### src/hw/l2_geom_pkg.sv
package l2_geom_pkg;

    // ============================
    // Cache geometry
    // ============================
    localparam int ADDR_W = 32;                // Byte address width
    localparam int LINE_W = 128;               // One line, 16 bytes
    localparam int N_WAYS = 4;                 // Fixed, FIFO counter width depends on it
    localparam int WAY_W  = $clog2(N_WAYS);    // Bits to name a way
    localparam int OFFS_W = $clog2(LINE_W / 8); // Byte offset inside a line

    // ============================
    // Width types
    // ============================
    typedef logic [ADDR_W-1:0] addr_t; // Byte address
    typedef logic [LINE_W-1:0] line_t; // Whole cache line
    typedef logic [WAY_W-1:0]  way_t;  // Way number 0..3

endpackage

### src/hw/l2_bus_pkg.sv
package l2_bus_pkg;

    import l2_geom_pkg::*;

    // ============================
    // Upstream request, 161 bits
    // ============================
    typedef struct packed {
        logic  wr;    // 1 = line write, 0 = line read
        addr_t addr;  // Any byte inside the line
        line_t wline; // Line to store, ignored on reads
    } l2_req_t;

    // ============================
    // Memory command, 161 bits
    // ============================
    typedef struct packed {
        logic  wr;   // 1 = write back a victim
        addr_t addr; // Always line aligned
        line_t line; // Victim line on writes, zero on reads
    } mem_cmd_t;

    // Controller states
    typedef enum logic [1:0] {
        IDLE      = 2'd0, // Waiting for a request
        LOOKUP    = 2'd1, // Tag compare on the set read last cycle
        WRITEBACK = 2'd2, // Dirty victim going out to memory
        REFILL    = 2'd3  // Line fetch for a read miss
    } ctrl_state_e;

endpackage

### src/hw/l2_req_decode.sv
module l2_req_decode import l2_geom_pkg::*, l2_bus_pkg::*; #(
    parameter int N_SETS = 64
) (
    input  logic                                   clk_i,
    input  logic                                   rst_i,
    input  logic                                   req_valid_i,
    input  l2_req_t                                req_i,
    input  logic                                   accept_i,    // Controller takes req_i now
    output logic [ADDR_W-$clog2(N_SETS)-OFFS_W-1:0] tag_o,
    output logic [$clog2(N_SETS)-1:0]              index_o,
    output addr_t                                  line_base_o,
    output logic                                   is_write_o,
    output line_t                                  wline_o
);

    localparam int IDX_W = $clog2(N_SETS);
    localparam int TAG_W = ADDR_W - IDX_W - OFFS_W;

    l2_req_t req_q;   // Held request valid until the response
    l2_req_t req_cur; // What the stores and controller see this cycle
    logic    take;

    assign take = accept_i & req_valid_i;

    // Capture on accept and hold until the response
    always_ff @(posedge clk_i) begin
        if (rst_i) begin
            req_q.wr   <= 1'b0;
            req_q.addr <= '0;
        end else if (take) begin
            req_q <= req_i;
        end
    end

    // Bypass in the accept cycle so the set read starts at once
    assign req_cur = take ? req_i : req_q;

    // ============================
    // Address split
    // ============================
    assign tag_o       = req_cur.addr[ADDR_W-1 -: TAG_W];      // Upper bits
    assign index_o     = req_cur.addr[OFFS_W +: IDX_W];        // Set select
    assign line_base_o = {req_cur.addr[ADDR_W-1:OFFS_W], {OFFS_W{1'b0}}}; // Offset dropped
    assign is_write_o  = req_cur.wr;
    assign wline_o     = req_cur.wline;

endmodule

### config.mk
export PLATFORM = sky130hd
export DESIGN_NAME = l2_req_decode
export DESIGN_NICKNAME = d
export VERILOG_FILES = /design/src/hw/l2_geom_pkg.sv /design/src/hw/l2_bus_pkg.sv /design/src/hw/l2_req_decode.sv
export SDC_FILE = /design/constraint.sdc
export NUM_CORES = 1
export LEC_CHECK = 0
export ABC_AREA = 1
export BUFFER_PORTS_ARGS = -buffer_cell sky130_fd_sc_hd__buf_4
export CAP_MARGIN = 20
export CORE_MARGIN = 2
export CORE_UTILIZATION = 25
export CTS_BUF_LIST = sky130_fd_sc_hd__clkbuf_2 sky130_fd_sc_hd__clkbuf_4 sky130_fd_sc_hd__clkbuf_8
export DETAILED_ROUTE_END_ITERATION = 10
export SLEW_MARGIN = 20
export SYNTH_ARGS = -nofsm -noshare
export SYNTH_HDL_FRONTEND = slang
export SYNTH_SLANG_ARGS = --single-unit
### constraint.sdc
create_clock -name clk_i -period 5.6 [get_ports clk_i]
set_input_delay 0.28 -clock clk_i [delete_from_list [all_inputs] [get_ports clk_i]]
set_output_delay 0.28 -clock clk_i [all_outputs]
set_load 0.02 [all_outputs]
After elaboration in Yosys (flattened, before gate mapping)
Cells that the tools add are included.
Storage, ports and cells
  output and inout bits: 189
  word-level logic and storage cells: 6
  register bits after elaboration: 161
  bits of input ports: 165
Cells by class
  bitwise gates (word level): 1
  multiplexer cells: 1
Operator list (number)
  161-bit 2-to-1 mux: 1
  1-bit AND: 1

Longest topological paths before layout
  word-level depth: 2
  gate-level depth with buffers: 8

Worst setup path before layout
Ideal clock, no wire load.
  path kind: input-to-reg
  start point: in rst_i
  end point: reg req_q[0] (netlist bit), enable pin
  arrival: 2.957 ns
  required time: 5.120 ns
  setup slack: 2.163 ns
  setup time: 0.480 ns
  cell stages on the path: 2
  cells stage by stage: clkbuf_1 inv_1
RTL lines
  start: declaration: RTL line l2_req_decode.sv:5  | input logic rst_i,
  end signal: assignment: RTL line l2_req_decode.sv:31  | req_q <= req_i;
  end: declaration: RTL line l2_req_decode.sv:19  | l2_req_t req_q;
No word-level cell between the ends.

Final worst setup path
  start point: in req_valid_i
  end point: out index_o[2]
On the way
  word-level cells in the longest chain between the ends: 2
RTL lines
  start: declaration: RTL line l2_req_decode.sv:6  | input logic req_valid_i,
  1-bit AND: RTL line l2_req_decode.sv:23  | assign take = accept_i & req_valid_i;
  161-bit 2-to-1 mux
  end: declaration: RTL line l2_req_decode.sv:10  | output logic [$clog2(N_SETS)-1:0] index_o,
No other way between the ends.

==> impl_metrics.toml <==
[outcome]
status = "complete, no violations"

[detailed_routing]
drt-initial-drc-count = 264
vias = 6388
wl_met2_um = 10400
dr.pass1.iters = 6
routed-wl-met3_um = 1640
detail_route.wl_per_cell_um = 14.1
ant_nets = 0
vias_per_cell = 4.20
routed_wl_um = 21400
wl_met1_um = 9060
drc = 0
top_layer = "met4"

[global_routing]
grt_max_degree = 81
antenna_found_initial = 0
grt_pass1_vias = 5984
grt_pass1_wl_um = 32000
overflow = 0
grt_usage_pct = 13.2

[finish]
top_register = "req_q"
final_net_count = 1284
final_cells = 1522
largest_reg_flops = 157
antennaDiodeCount = 0
syn_to_final_growth_pct = 39.7
final-seq-area_um2 = 4420
largest_registers = "req_q (157)"
drive_gt1_share_pct = 33.7
multi_input_area_um2 = 2100
num-fill-cells = 3058
final_util_pct = 35.3
final_cell_area_um2 = 10400

[clock_network]
clkLatencyLatePin_ps = 440
cts_resized = 0
htreeDepth = 4
cts_sinks = 157
cts_buffers = 17
cts_tree = "yes"
clockBufferDepth = 2
clockRootBuffer = "clkbuf_8"
clk_pin_slew_ps = 90
cts-hold-fix-buffers = 0
post_cts_buffers = 0

[sta]
relSlewSlack_pct = 32.8
fin_crit_sh_pct = 54.5
finalCriticalPeriod_ps = 3050
timing.hold.ws_ps = 142
slew_viol_final = 0
max_clock_freq_mhz = 327
hold_viol = 0
setup_viol = 0
setup_tns_ps = 0
worstMarginPinSlew_ps = 1010
finalWorstSetupSlack_ps = 2550
clock_skew_ps = 0
rsz0062_at_grt = "false"

[job]
drv_cap = 0

[synth]
synthesis.area_um2 = 7420
yosys_warnings = 0
ys_ff_latch = 157
seq_area_frac_synth_pct = 59.6
syn-instance-count = 835
synth_cell_type_count = 12
syn_avg_cell_area_um2 = 8.89

[die]
die-area_um2 = 31100
row_count = 63
coreArea_um2 = 29400
die_h_um = 176
initial_core_util_pct = 25.2
pin_count = 354
fp.dieW_um = 176

[pwr]
power_mw = 2.99
ir_drop_mv = 0.102
p_leak_nw = 5.26
power_density_nw_per_um2 = 288

[critical_path]
crit_required_ps = 5320
r2r_cells = 2
endpoint_kind = "primary output"
critPathArrivalTime_ps = 2770
critical_path_class = "input pin to primary output"
cp_max_fo = 80
crit_path_start_kind = "input pin"

[min_path]
holdPathStages = 5
hp-class = "input pin to flop"

[place]
port_buffers = 345
pre_cts_ws_ps = 2420
place_congestion = 0.747
place_inst = 1490
dp_hpwl_um = 14200
postPlaceCellArea_um2 = 9970
-- report_power, final --
group | total [mW] | internal (mW) | leakage (nW) | switching (mW)
sequential | 1.39 | 1.37 | 1.51 | 0.0207
combinational | 0.713 | 0.287 | 3.55 | 0.426
clock | 0.889 | 0.439 | 0.198 | 0.450
-- cell type report --
class / instances / area share [%]
inverters: 88 / 3.21
well taps: 390 / 4.70
clock inverters: 15 / 1.62
clock buffers: 17 / 2.26
multi-input cells: 505 / 20.2
flip-flops and latches: 157 / 42.6
repair buffers: 350 / 25.3
-- cell usage after synthesis --
master	count	area, µm²
buf_2	30	150
inv_1	88	330
dfxtp_1	29	581
buf_4	50	375
conb_1	1	3.75
nor2_1	29	109
nand2_2	1	6.26
buf_6	4	45.0
edfxtp_1	128	3840
nand3_1	157	786
clkbuf_1	4	15.0
nand2_1	314	1180
-- cell usage in the layout (no fill, tap or decap), drive strengths merged, types with 4 or more instances in the layout --
| cell type | count |
|---|---|
| nor2 | 29 |
| dfxtp | 29 |
| clkinv | 6 |
| nand2 | 315 |
| clkbuf | 17 |
| nand3 | 157 |
| edfxtp | 128 |
| conb | 4 |
| buf | 350 |
| inv | 91 |
-- critical path: stages --
cell     delay (ps)
buf_4           620
nand2_4         690
buf_4           620
nand2_1         160
nand2_1          80
inv_1           110
buf_4           160
-- routing by layer --
| layer | up-vias | track usage (%) |
|---|---|---|
| met5 | - | 0 |
| li1 | 3234 | - |
| met1 | 2904 | 15.7 |
| met3 | 19 | 3.81 |
| met4 | 0 | 4.20 |
| met2 | 231 | 22.9 |
-- cell families (layout without fill, tap and decap cells) --
kind of cell / after synthesis / count (layout) / share of synthesized area, %
buffers and inverters: 176 / 470 / 12.3
DFF: 157 / 157 / 59.6
other: 1 / 4 / 0.0505
and+or+nand+nor: 501 / 501 / 28.0
-- path summary, 6_finish.rpt --
| kind | endpoint | from | slack, ps |
|---|---|---|---|
| max | index_o[2] | req_valid_i | 2550 |
| min | req_q[143] | req_i[143] | 140 |
| max reg2reg | req_q[112] | req_q[112] | 4770 |
| min reg2reg | req_q[137] | req_q[137] | 540 |
Note: power is estimated with default switching activity, not from simulation.
