**config.mk**
```make
export PLATFORM = sky130hd
export DESIGN_NAME = l2_ctrl
export DESIGN_NICKNAME = d
export VERILOG_FILES = /design/src/hw/l2_geom_pkg.sv /design/src/hw/l2_bus_pkg.sv /design/src/hw/l2_ctrl.sv
export SDC_FILE = /design/constraint.sdc
export NUM_CORES = 1
export LEC_CHECK = 0
export BUFFER_PORTS_ARGS = -buffer_cell sky130_fd_sc_hd__buf_2
export CAP_MARGIN = 25
export CORE_AREA = 2 2 399 401
export DETAILED_ROUTE_END_ITERATION = 16
export DIE_AREA = 0 0 401 403
export HOLD_SLACK_MARGIN = 0.12
export SYNTH_ARGS = -nofsm -noshare
export SYNTH_HDL_FRONTEND = slang
export SYNTH_SLANG_ARGS = --single-unit
```
**constraint.sdc**
```tcl
create_clock -name clk_i -period 2.4 [get_ports clk_i]
set_input_delay 0.6 -clock clk_i [delete_from_list [all_inputs] [get_ports clk_i]]
set_output_delay 0.6 -clock clk_i [all_outputs]
set_load 0.01 [all_outputs]
```
**src/hw/l2_geom_pkg.sv**
```systemverilog
package l2_geom_pkg;

    // ============================
    // Cache geometry
    // ============================
    localparam int ADDR_W = 32;                // Byte address width
    localparam int LINE_W = 128;               // One line, 16 bytes
    localparam int N_WAYS = 4;                 // Fixed, FIFO counter width depends on it
    localparam int WAY_W  = $clog2(N_WAYS);    // Bits to name a way
    localparam int OFFS_W = $clog2(LINE_W / 8); // Byte offset inside a line

    // ============================
    // Width types
    // ============================
    typedef logic [ADDR_W-1:0] addr_t; // Byte address
    typedef logic [LINE_W-1:0] line_t; // Whole cache line
    typedef logic [WAY_W-1:0]  way_t;  // Way number 0..3

endpackage

```
**src/hw/l2_bus_pkg.sv**
```systemverilog
package l2_bus_pkg;

    import l2_geom_pkg::*;

    // ============================
    // Upstream request, 161 bits
    // ============================
    typedef struct packed {
        logic  wr;    // 1 = line write, 0 = line read
        addr_t addr;  // Any byte inside the line
        line_t wline; // Line to store, ignored on reads
    } l2_req_t;

    // ============================
    // Memory command, 161 bits
    // ============================
    typedef struct packed {
        logic  wr;   // 1 = write back a victim
        addr_t addr; // Always line aligned
        line_t line; // Victim line on writes, zero on reads
    } mem_cmd_t;

    // Controller states
    typedef enum logic [1:0] {
        IDLE      = 2'd0, // Waiting for a request
        LOOKUP    = 2'd1, // Tag compare on the set read last cycle
        WRITEBACK = 2'd2, // Dirty victim going out to memory
        REFILL    = 2'd3  // Line fetch for a read miss
    } ctrl_state_e;

endpackage

```
**src/hw/l2_ctrl.sv**
```systemverilog
module l2_ctrl import l2_geom_pkg::*, l2_bus_pkg::*; #(
    parameter int N_SETS = 64
) (
    input  logic                                   clk_i,
    input  logic                                   rst_i,
    input  logic                                   req_valid_i,
    input  logic                                   is_write_i,
    input  line_t                                  wline_i,
    input  addr_t                                  line_base_i,
    input  logic                                   hit_i,
    input  way_t                                   hit_way_i,
    input  way_t                                   victim_way_i,
    input  logic                                   victim_valid_i,
    input  logic                                   victim_dirty_i,
    input  logic [ADDR_W-$clog2(N_SETS)-OFFS_W-1:0] victim_tag_i,
    input  line_t                                  hit_line_i,
    input  line_t                                  victim_line_i,
    input  logic [$clog2(N_SETS)-1:0]              index_i,
    input  logic                                   mem_ready_i,
    input  line_t                                  mem_line_i,
    output logic                                   accept_o,
    output logic [N_WAYS-1:0]                      tag_we_o,
    output logic                                   valid_d_o,
    output logic                                   dirty_d_o,
    output logic                                   fifo_adv_o,
    output logic [N_WAYS-1:0]                      data_we_o,
    output line_t                                  data_line_o,
    output logic                                   resp_ready_o,
    output line_t                                  resp_line_o,
    output logic                                   mem_valid_o,
    output mem_cmd_t                               mem_cmd_o
);

    localparam logic [N_WAYS-1:0] WAY0 = {{(N_WAYS-1){1'b0}}, 1'b1};

    ctrl_state_e state_q, state_d;

    logic  hit_done;    // Hit answered in LOOKUP
    logic  wr_alloc;    // Write miss installs its own line
    logic  rd_fill;     // Refill data arrives
    logic  alloc;       // Any allocation into the victim way
    logic  evict;       // Victim must go out first
    addr_t victim_base; // Line address of the victim

    assign evict       = victim_valid_i && victim_dirty_i;
    assign victim_base = {victim_tag_i, index_i, {OFFS_W{1'b0}}};

    // ============================
    // FSM
    // ============================
    always_ff @(posedge clk_i) begin
        if (rst_i) begin
            state_q <= IDLE;
        end else begin
            state_q <= state_d;
        end
    end

    always_comb begin
        state_d = state_q;
        case (state_q)
            IDLE: begin
                if (req_valid_i) state_d = LOOKUP; // Stores read the set now
            end
            LOOKUP: begin
                if (hit_i) begin
                    state_d = IDLE;
                end else if (evict) begin
                    state_d = WRITEBACK;
                end else if (is_write_i) begin
                    state_d = IDLE;      // Full line, nothing to fetch
                end else begin
                    state_d = REFILL;
                end
            end
            WRITEBACK: begin
                if (mem_ready_i) state_d = is_write_i ? IDLE : REFILL;
            end
            REFILL: begin
                if (mem_ready_i) state_d = IDLE;
            end
            default: state_d = IDLE;
        endcase
    end

    assign accept_o = (state_q == IDLE) && req_valid_i;

    // ============================
    // Store updates
    // ============================
    assign hit_done = (state_q == LOOKUP) && hit_i;
    assign wr_alloc = is_write_i && (((state_q == LOOKUP) && !hit_i && !evict) ||
                                     ((state_q == WRITEBACK) && mem_ready_i));
    assign rd_fill  = (state_q == REFILL) && mem_ready_i;
    assign alloc    = wr_alloc || rd_fill;

    always_comb begin
        tag_we_o = '0;
        if (alloc) begin
            tag_we_o = WAY0 << victim_way_i;     // Replace the FIFO victim
        end else if (hit_done && is_write_i) begin
            tag_we_o = WAY0 << hit_way_i;        // Same tag, now dirty
        end
    end

    assign valid_d_o   = |tag_we_o;              // Every write leaves the way valid
    assign dirty_d_o   = is_write_i;             // Refills come in clean
    assign fifo_adv_o  = alloc;
    assign data_we_o   = tag_we_o;
    assign data_line_o = rd_fill ? mem_line_i : wline_i;

    // ============================
    // Response side
    // ============================
    assign resp_ready_o = hit_done || alloc;

    always_comb begin
        resp_line_o = '0;
        if (hit_done && !is_write_i) begin
            resp_line_o = hit_line_i;
        end else if (rd_fill) begin
            resp_line_o = mem_line_i; // Forwarded while it is installed
        end
    end

    // ============================
    // Memory side
    // ============================
    assign mem_valid_o = ((state_q == WRITEBACK) || (state_q == REFILL)) && !mem_ready_i;

    always_comb begin
        mem_cmd_o = '0;
        case (state_q)
            WRITEBACK: begin
                mem_cmd_o.wr   = 1'b1;
                mem_cmd_o.addr = victim_base;
                mem_cmd_o.line = victim_line_i; // Store output, held by the index
            end
            REFILL: begin
                mem_cmd_o.addr = line_base_i;
            end
            default: ;
        endcase
    end

    // Stores and decode must keep the command steady under back-pressure
    a_cmd_stable : assert property (@(posedge clk_i) disable iff (rst_i)
        mem_valid_o |=> $stable(mem_cmd_o));

endmodule

```
## Word-level counts from Yosys, hierarchy flattened

Cells that the tools add are included.

| storage, ports and cells | value |
|---|---|
| bits in registers | 2 |
| input bits | 584 |
| output and inout bits | 431 |
| logic and storage cells | 46 |

| operators by class | value |
|---|---|
| equality and inequality tests | 6 |
| shift operators | 2 |
| muxes and demuxes | 15 |
| reductions and logical operators | 22 |

Operators by type and width:

| kind | count |
|---|---|
| two-way mux 128 bit | 4 |
| one-hot mux 32 bit (2 select lines) | 1 |
| two-way mux 2 bit | 6 |
| logical AND 1 bit | 11 |
| two-way mux 4 bit | 2 |
| one-hot mux 2 bit (4 select lines) | 1 |
| left shift 1 x 2 -> 4 bit, first input constant | 2 |
| != test 2 bit, second input constant | 3 |
| equality test 2 bit, second input constant | 2 |
| logical NOT 1 bit | 4 |
| logical OR 1 bit | 4 |
| OR reduction 4 bit | 1 |
| AND reduction 3 bit | 1 |
| equality test 2 x 1 -> 1 bit, second input constant | 1 |
| logical NOT 2 bit | 1 |
| two-way mux 1 bit | 1 |

## Logic depth before layout (Yosys ltp)

Gate-level depths: netlist (run 1).

| depth | value |
|---|---|
| depth after elaboration | 8 |
| gate-level depth with buffers | 7 |
| depth with buffers taken out | 3 |

## Worst setup path before layout (run 1)

OpenSTA, ideal clock, no wires.

| path | value |
|---|---|
| kind | input to output |
| from | input is_write_i |
| to | output tag_we_o[2] |
| arrival time | 1.751 ns |
| data required time | 1.800 ns |
| slack | 0.049 ns |
| stages on the path | 5 |
| buffers on the path | 2 |
| cells stage by stage | clkbuf_1 o211a_1 a31oi_1 o32ai_1 buf_4 |

| on the way | value |
|---|---|
| cells in the longest elaborated chain, start to end | 3 |
| elaborated cells on any way between the ends | 5 |
| classes of those cells | mux (2); reduce/logical (3) |

Ends and longest elaborated chain:

| item | RTL line | RTL |
|---|---|---|
| start: declaration | l2_ctrl.sv:7 | `input logic is_write_i,` |
| logical AND 1 bit, on equally long branches | l2_ctrl.sv:101, l2_ctrl.sv:92 |  |
| two-way mux 4 bit / logical OR 1 bit (equally long branches) | l2_ctrl.sv:101, l2_ctrl.sv:95 |  |
| two-way mux 4 bit * | l2_ctrl.sv:99 | `if (alloc) begin` |
| end: declaration | l2_ctrl.sv:22 | `output logic [N_WAYS-1:0] tag_we_o,` |

Mark *: on every way between the ends. The rest lies on a longest branch, timed or not.

## Worst setup path after layout (run 1)

| path | value |
|---|---|
| from | input hit_i |
| to | output resp_line_o[102] |

| on the way | value |
|---|---|
| cells in the longest elaborated chain, start to end | 3 |

Ends and longest elaborated chain:

| item | RTL line | RTL |
|---|---|---|
| start: declaration | l2_ctrl.sv:10 | `input logic hit_i,` |
| logical AND 1 bit | l2_ctrl.sv:91 | `assign hit_done = (state_q == LOOKUP) && hit_i;` |
| logical AND 1 bit | l2_ctrl.sv:119 | `if (hit_done && !is_write_i) begin` |
| two-way mux 128 bit | l2_ctrl.sv:119 |  |
| end: declaration | l2_ctrl.sv:29 | `output line_t resp_line_o,` |

Every way passes these cells.

==> results.ini, run 1 <==
[detailed_routing]
wl_met1_um=38400
vias=12535
met3_length_um=22900
ant_nets=0
top_layer_used=met5
wl_per_cell_um=30.7
met2_length_um=54000
wirelength_um=122000
vias_per_cell=3.17
first_pass_iters=7
drt-initial-drc-count=1391
remaining_drc_errors=0

[sta]
fin_ws_ns=-0.0679
setup_violations=13
maxSlewViolCount=0
post-route-min-period_ns=2.47
fmax_mhz=405
slew_headroom=0.722
rsz0062_at_grt=yes
finalHoldViolCount=0
post-route-period-util=1.03
tightest_slew_ns=0.417
worst_clock_skew_ns=0.00404

[cts]
hold_buffers=0
worstSkewPairLatency_ns=0.23
clockBufferDepth=2
cts_inserted_buffers=3
htree_num_levels=1
cts_tree=done
clk_pin_slew_ns=0.03
cts.sinks=2
root_buffer=clkbuf_16

[setup_path]
r2r_end=state_q[0]
critPathMaxFanout=7
required_ns=1.80
r2r_cells=6
r2r_slack_ns=0.82
cpPeakStageDelay_ns=0.30
cp-endpoint=resp_line_o[102]
endpoint_kind=primary output
crit_slowest_cell=bufbuf_16
r2r_start=state_q[1]
start_kind=input pin
critical_path.startpoint=hit_i
path_class=in2out
crit_chain=buf_8, nand3b_4, nor2_4, buf_12, buf_16, bufbuf_16, a22o_4, buf_2
cp.arrival_ns=1.87

[synth]
synth-seq-cells=2
avgSynthCellArea_um2=5.54
seq_area_frac_synth=0.00859
synth_flop_cell=dfxtp_1
synthArstFlopShare=0
synth_cell_types=28
synth_edf_count=0
ys_warn_count=0
syn_inst=842
syn-num-nets=1426
netlist_area_um2=4660

[floorplanning]
die_w_um=401
core-area_um2=157000
rows=146
ios=1015
die-height_um=403
die_area_um2=162000
start_util=0.0296

[hold_path]
hold_class=in2reg
min_path_cells=2

[global_routing]
gr-total-overflow=0
grt_pass1_wl_um=142000
grt_max_degree=80
antenna_found_initial=191
grt_pass1_vias=10848
grt_usage=0.139

[place]
portBuffers=1014
place_hpwl_um=109000
dp.cells=3885
gp_congestion=1.19

[power]
p_total_mw=2.26
power_density_nw_per_um2=165
leakagePower_nw=7.89
vdd_drop_max_mv=0.108

[final_layout]
reg.largest.list=state_q: 2 flops
finalNonFillerCells=3958
area_delta_synth_final_pct=195
largest_register_ff_count=2
top_register=state_q
final_nets=2433
fillCellCount=18647
final_layout_size_suffix_gt1_frac=0.614

[run]
maxCapViolations=0

[status]
outcome=finished with violations
violations=negative setup slack

-- what timing repair did --
| item | 4_1_cts | 5_1_grt |
|---|---|---|
| buffers inserted | 13 | 4 |
| gates cloned | 7 | 9 |
| endpoints found under the setup margin | 171 | 124 |
| pin swaps | 4 | 10 |
| resized for setup | 87 | 54 |
-- cells by family (layout without fill, tap and decap cells) --
group,count (synthesis),after routing,share of synthesized area
and+or+nand+nor,561,561,0.532
AOI/OAI and AO/OA,144,144,0.265
buffers and inverters,107,1113,0.134
muxes,28,28,0.0601
DFF,2,2,0.00859
other,0,38,0
-- routing by layer --
layer,vias up,global-route usage
met1,5628,0.136
met2,1372,0.225
met5,-,0.00833
met3,485,0.113
met4,100,0.0325
li1,4950,-
-- area by class of cell --
type / instances / area [um^2] / area share
Antenna cell: 38 / 95.1 / 0.00691
Inverter: 6 / 23.8 / 0.00173
Tap cell: 2072 / 2590 / 0.188
Multi-Input combinational cell: 733 / 4130 / 0.300
Timing Repair Buffer: 1103 / 6790 / 0.493
Clock buffer: 4 / 78.8 / 0.00573
Sequential cell: 2 / 47.5 / 0.00345
-- report_power, final --
group          total (mW)  switching [mW]  leakage, nW  internal, mW
combinational        1.96            1.14         7.84         0.824
clock               0.265          0.0460       0.0384         0.219
sequential         0.0402         0.00460       0.0178        0.0356
-- worst min path at each step --
| stage | to | from |
|---|---|---|
| 4_1_cts | state_q[1] | rst_i |
| 2_1_floorplan | state_q[1] | rst_i |
| 6_report | state_q[1] | rst_i |
| 5_1_grt | state_q[1] | rst_i |
| 3_5_place_dp | state_q[1] | state_q[1] |
| 3_3_place_gp | state_q[1] | state_q[1] |
-- metrics by stage --
stage	TNS [ns]	hold WS, ns	utilization	setup slack (ns)	cell area (um^2)
final	-0.397	0.548	0.0874	-0.0679	13800
after global routing	-0.713	0.554	0.0870	-0.0738	13700
after CTS	-0.246	0.541	0.0843	-0.0586	13300
after detailed placement	-17.99	0.628	0.0795	-0.434	12500
after global placement	-15.31	0.620	0.0795	-0.422	12500
after floorplan	0	0.669	-	0.0489	4660
-- Yosys cell counts (2+ instances only) --
library cell / count / area share
nand2_1: 390 / 0.31
and3_1: 133 / 0.18
a22o_1: 128 / 0.24
clkbuf_1: 42 / 0.034
nor2_1: 30 / 0.024
mux2i_1: 28 / 0.060
buf_2: 23 / 0.025
buf_4: 20 / 0.032
buf_6: 16 / 0.039
inv_1: 6 / 0.0048
a21oi_1: 3 / 0.0032
a211oi_1: 2 / 0.0032
dfxtp_1: 2 / 0.0086
nor2b_1: 2 / 0.0027
o211ai_1: 2 / 0.0032
o21ai_0: 2 / 0.0021
o32ai_1: 2 / 0.0038
-- worst max-delay path: cells and delay by family --
family | cells | cell delay, ns
AOI/OAI and AO/OA | 1 | 0.26
buffers and inverters | 5 | 0.84
and+or+nand+nor | 2 | 0.13
-- placed cells by master, fill, tap and decap left out, drive strengths merged, types with 2 or more instances in the layout --
| cell | count |
|---|---|
| buf | 1086 |
| a21oi | 3 |
| o21ai | 2 |
| clkbuf | 16 |
| o211ai | 2 |
| diode | 38 |
| nor2 | 30 |
| nand2 | 390 |
| mux2i | 28 |
| o32ai | 2 |
| and3 | 133 |
| a22o | 128 |
| bufbuf | 4 |
| nor2b | 2 |
| a211oi | 2 |
| inv | 5 |
| dfxtp | 2 |
No activity file was read; power rests on OpenSTA's default activity.
==> inputs of run 2 (changes only) <==
--- a/config.mk
+++ b/config.mk
@@ -7,10 +7,13 @@
 export LEC_CHECK = 0
 export BUFFER_PORTS_ARGS = -buffer_cell sky130_fd_sc_hd__buf_2
 export CAP_MARGIN = 25
-export CORE_AREA = 2 2 399 401
+export CELL_PAD_IN_SITES_DETAIL_PLACEMENT = 1
+export CELL_PAD_IN_SITES_GLOBAL_PLACEMENT = 1
+export CORE_AREA = 2 2 392 394
 export DETAILED_ROUTE_END_ITERATION = 16
-export DIE_AREA = 0 0 401 403
+export DIE_AREA = 0 0 394 396
 export HOLD_SLACK_MARGIN = 0.12
+export PLACE_DENSITY_LB_ADDON = 0.1
 export SYNTH_ARGS = -nofsm -noshare
 export SYNTH_HDL_FRONTEND = slang
 export SYNTH_SLANG_ARGS = --single-unit
==> run 2 against run 1 <==
Compared with the run above:
- the flow still finishes with violations (negative setup slack)
- clock power barely moved
- cell area rose by 1.4%
- sequential power rose by 8.2%
- hold slack got worse by 0.0058 ns
- sequential share of layout area barely moved
- register-to-register slack got worse by 0.08 ns
- clock skew rose by 0.0014 ns
- combinational power fell by 9.7%
- maximum frequency fell by 0.40%
- die area fell by 3.5%
- critical endpoint is now resp_line_o[53]
- highest routed layer unchanged
==> results.ini, run 2 (synthesized netlist as in run 1, its figures left out) <==
[sta]
worst_clock_skew_ns=0.00540
finalHoldViolCount=0
fin_ws_ns=-0.0778
fmax_mhz=404
tns_ns=-0.590
tightest_slew_ns=0.421
setup_violations=21
slew_headroom=0.719
rsz0062_at_grt=yes
post-route-period-util=1.03
post-route-min-period_ns=2.48
maxSlewViolCount=0

[global_routing]
grt_max_degree=123
grt_usage=0.105
gr-total-overflow=0
antenna_found_initial=64
grt_pass1_wl_um=113000
grt_pass1_vias=11902

[detailed_routing]
ant_nets=0
drt-initial-drc-count=400
first_pass_iters=5
remaining_drc_errors=0
wl_per_cell_um=22.5
vias=10913
vias_per_cell=2.78
wirelength_um=88200

[floorplanning]
rows=143
die_w_um=394
ios=1015
start_util=0.0308
die_area_um2=156000
core-area_um2=152000
die-height_um=396

[cts]
root_buffer=clkbuf_16
cts.sinks=2
hold_buffers=0
clockBufferDepth=2
worstSkewPairLatency_ns=0.23
htree_num_levels=1
cts_inserted_buffers=3
clk_pin_slew_ns=0.03
cts_tree=done

[final_layout]
largest_register_ff_count=2
finalNonFillerCells=3920
final_layout_size_suffix_gt1_frac=0.630
top_register=state_q
fillCellCount=18579
final_nets=2466
reg.largest.list=state_q: 2 flops
final_cell_mix=984 x buf_2, 375 x nand2_1, 132 x and3_1, 112 x a22o_1, 67 x buf_4
area_delta_synth_final_pct=199
final_common_cell=buf_2

[power]
p_total_mw=2.08
p_seq_frac=0.021
vdd_drop_max_mv=0.141
power_density_nw_per_um2=149
swShare=0.485
p_switching_mw=1.01
pwr-share-clk=0.128
leakagePower_nw=8.10
power_frac_comb=0.851
p_int_mw=1.07

[hold_path]
worstHoldStart=rst_i
min_to=state_q[1]
min_path_cells=2
hold_class=in2reg

[setup_path]
crit_chain=buf_8, and3_4, buf_12, buf_12, buf_4, a22o_1, buf_2
r2r_cells=5
start_kind=input pin
cpPeakStageDelay_ns=0.23
path_common_cell=buf_12
r2r_start=state_q[1]
required_ns=1.80
crit_slowest_cell=a22o_1
r2r_end=state_q[0]
cp.arrival_ns=1.88
endpoint_kind=primary output
r2r_slack_ns=0.74
path_class=in2out
critPathMaxFanout=25

[place]
dp.cells=3863
place_hpwl_um=78000
portBuffers=1014
gp_congestion=0.869

[status]
violations=negative setup slack
outcome=finished with violations

[run]
maxCapViolations=0

## run 2: stage by stage
| step | instance area (um^2) | setup WS [ns] | hold WS, ns | util |
|---|---|---|---|---|
| after floorplan | 4660 | 0.0489 | 0.669 | - |
| after global placement | 12600 | -0.666 | 0.593 | 0.0832 |
| after detailed placement | 12600 | -0.639 | 0.583 | 0.0832 |
| after CTS | 13400 | -0.0753 | 0.541 | 0.0882 |
| after global routing | 13900 | -0.0876 | 0.547 | 0.0920 |
| final | 14000 | -0.0778 | 0.542 | 0.0921 |
## run 2: final cells by class
type,instances,area [um^2],area share
repair buffers,1136,7000,0.501
clock buffers,4,78.8,0.00565
multi-input cells,733,4250,0.304
well taps,2030,2540,0.182
inverters,6,25.0,0.00179
flip-flops and latches,2,47.5,0.00341
diodes,9,22.5,0.00161
## run 2: how the worst max path moves through the flow
stage / slack (ns) / end / startpoint / depth (start not counted)
finish: -0.08 / resp_line_o[53] / mem_ready_i / 7
global route: -0.09 / resp_line_o[109] / mem_ready_i / 7
CTS: -0.08 / resp_line_o[121] / mem_ready_i / 8
detailed placement: -0.64 / tag_we_o[0] / is_write_i / 6
global placement: -0.67 / tag_we_o[0] / is_write_i / 6
floorplan: 0.05 / tag_we_o[2] / is_write_i / 5
## run 2: critical path, delay by kind of cell
family	cells	cell delay, ns
simple gates	1	0.19
buf+inv	5	0.75
compound gates	1	0.23
## run 2: per-layer routing
layer	vias up	track usage	part of all wire
met3	129	0.0277	0.070
li1	4982	-	-
met4	22	0.0109	0.015
met1	5124	0.119	0.39
met2	656	0.199	0.52
met5	-	0	0.0016
## run 2: what timing repair did
action | in CTS | in global routing
cloned | 6 | 11
resized for setup | 61 | 60
pin swaps | 11 | 28
setup buffers | 20 | 8
setup endpoints to repair | 133 | 121
## run 2: power groups by stage
| stage | logic, mW | clock network, mW | registers (mW) |
|---|---|---|---|
| after CTS | 1.78 | 0.268 | 0.0438 |
| after global placement | 1.70 | 0 | 0.0479 |
| final | 1.77 | 0.265 | 0.0435 |
| after detailed placement | 1.69 | 0 | 0.0478 |
| after floorplan | 0.531 | 0 | 0.0371 |
| after global routing | 1.93 | 0.272 | 0.0448 |
==> inputs of run 3 (changes only) <==
--- a/config.mk
+++ b/config.mk
@@ -14,6 +14,7 @@
 export DIE_AREA = 0 0 394 396
 export HOLD_SLACK_MARGIN = 0.12
 export PLACE_DENSITY_LB_ADDON = 0.1
+export SETUP_SLACK_MARGIN = 0.05
 export SYNTH_ARGS = -nofsm -noshare
 export SYNTH_HDL_FRONTEND = slang
 export SYNTH_SLANG_ARGS = --single-unit
==> constraint.sdc (replaced) <==
create_clock -name clk_i -period 2.4 [get_ports clk_i]
set_input_delay 0.24 -clock clk_i [delete_from_list [all_inputs] [get_ports clk_i]]
set_output_delay 0.24 -clock clk_i [all_outputs]
set_load 0.01 [all_outputs]
==> run 3 against run 2 <==
Compared with the run above:
- the flow now finishes without violations
- worst setup slack better by 0.28 ns
- clock-buffer cell count stayed put
- sequential power is 8.5% higher
- clock skew down 0.0028 ns
- sequential share of layout area barely moved
- non-clock buffer count decreased by 85
- combinational power fell by 9%
- routed wire length down 1.7%
- flip-flop and latch count did not move
- critical path type is now reg2out
- highest routed layer unchanged
==> results.ini, run 3 (synthesized netlist as in run 1, its figures left out) <==
[sta]
fmax_mhz=456
rsz0062_at_grt=no
post-route-min-period_ns=2.19
worst_clock_skew_ns=0.00263
slew_headroom=0.560
post-route-period-util=0.914
tns_ns=0
tightest_slew_ns=0.657
setup_violations=0
maxSlewViolCount=0
finalHoldViolCount=0

[global_routing]
antenna_found_initial=74
grt_pass1_wl_um=112000
grt_usage=0.105
grt_pass1_vias=11451
grt_max_degree=118
gr-total-overflow=0

[final_layout]
final_common_cell=buf_2
final_cell_mix=1014 x buf_2, 390 x nand2_1, 132 x and3_1, 128 x a22o_1, 29 x nor2_1
largest_register_ff_count=2
area_delta_synth_final_pct=163
final_layout_size_suffix_gt1_frac=0.591
top_register=state_q
fillCellCount=18670
reg.largest.list=state_q: 2 flops
final_nets=2381

[cts]
htree_num_levels=1
cts_tree=done
worstSkewPairLatency_ns=0.22
cts_inserted_buffers=3
cts.sinks=2
clk_pin_slew_ns=0.03
clockBufferDepth=2
hold_buffers=0
root_buffer=clkbuf_16

[detailed_routing]
first_pass_iters=5
vias=10606
ant_nets=0
wl_per_cell_um=22.6
drt-initial-drc-count=423
vias_per_cell=2.76
wl_met1_um=34200
top_layer_used=met5
wirelength_um=86700
met2_length_um=45200
met3_length_um=6030
remaining_drc_errors=0

[setup_path]
required_ns=2.16
start_kind=flip-flop
endpoint_kind=primary output
r2r_start=state_q[1]
critical_path.startpoint=state_q[1]
cp-endpoint=resp_line_o[46]
cp.arrival_ns=1.95
r2r_slack_ns=0.70
path_class=reg2out
r2r_end=state_q[0]
r2r_cells=5
critPathMaxFanout=41

[power]
leakagePower_nw=7.32
p_int_mw=0.940
p_seq_frac=0.025
p_switching_mw=0.978
pwr-share-clk=0.137
p_total_mw=1.92
power_density_nw_per_um2=156
swShare=0.510
power_frac_comb=0.839
vdd_drop_max_mv=0.139

[floorplanning]
die_w_um=394
core-area_um2=152000
die_area_um2=156000
start_util=0.0308
die-height_um=396
ios=1015
rows=143

[place]
portBuffers=1014
place_hpwl_um=78400
gp_congestion=0.892

[status]
outcome=finished clean

[run]
maxCapViolations=0

[hold_path]
hold_class=in2reg

[run 3: area by class of cell]
type                            count  area, um^2  share of cell area
Multi-Input combinational cell    733        4020               0.328
Sequential cell                     2        47.5             0.00388
Antenna cell                       10        25.0             0.00204
Timing Repair Buffer             1051        5530               0.451
Clock buffer                        4        78.8             0.00643
Inverter                            6        22.5             0.00184
Tap cell                         2030        2540               0.207
[run 3: how the worst min path moves through the flow]
stage / startpoint / to / slack, ns / cells past startpoint
3_5_place_dp: rst_i / state_q[1] / 0.46 / 2
6_report: rst_i / state_q[1] / 0.22 / 2
4_1_cts: rst_i / state_q[1] / 0.22 / 2
2_1_floorplan: rst_i / state_q[1] / 0.31 / 1
5_1_grt: rst_i / state_q[1] / 0.22 / 2
3_3_place_gp: rst_i / state_q[1] / 0.45 / 2
[run 3: routing by layer]
metal	track usage	vias to the layer above
met4	0.0104	20
met2	0.199	664
met1	0.119	4995
li1	-	4804
met3	0.0283	123
met5	0	-
[run 3: timing repair]
item                       in CTS  in global routing
pin swaps                       1                  0
setup endpoints to repair       1                  1
resized for setup               1                  1
setup buffers                   1                  0
[run 3: power groups by stage]
stage	combinational, mW	sequential [mW]	clock [mW]
floorplan	0.531	0.0371	0
global placement	1.67	0.0490	0
detailed placement	1.66	0.0497	0
CTS	1.67	0.0475	0.267
global route	1.77	0.0483	0.272
finish	1.61	0.0472	0.262
[run 3: worst max-delay path: stages, from the launching register on]
cell and delay (ns):
dfxtp_4 0.40, nand3b_4 0.19, nor2_4 0.16, buf_12 0.23, buf_4 0.30, a22o_1 0.16
buf_2 0.14
[run 3: metrics by stage]
stage	hold slack (ns)	cell area, um^2	instances	util	worst slack [ns]
floorplan	0.309	4660	842	-	0.700
finish	0.223	12300	3836	0.0809	0.206
global route	0.225	12300	3831	0.0809	0.110
CTS	0.218	12200	3826	0.0807	0.0927
global placement	0.453	12100	3821	0.0802	0.295
detailed placement	0.464	12100	3821	0.0802	0.241
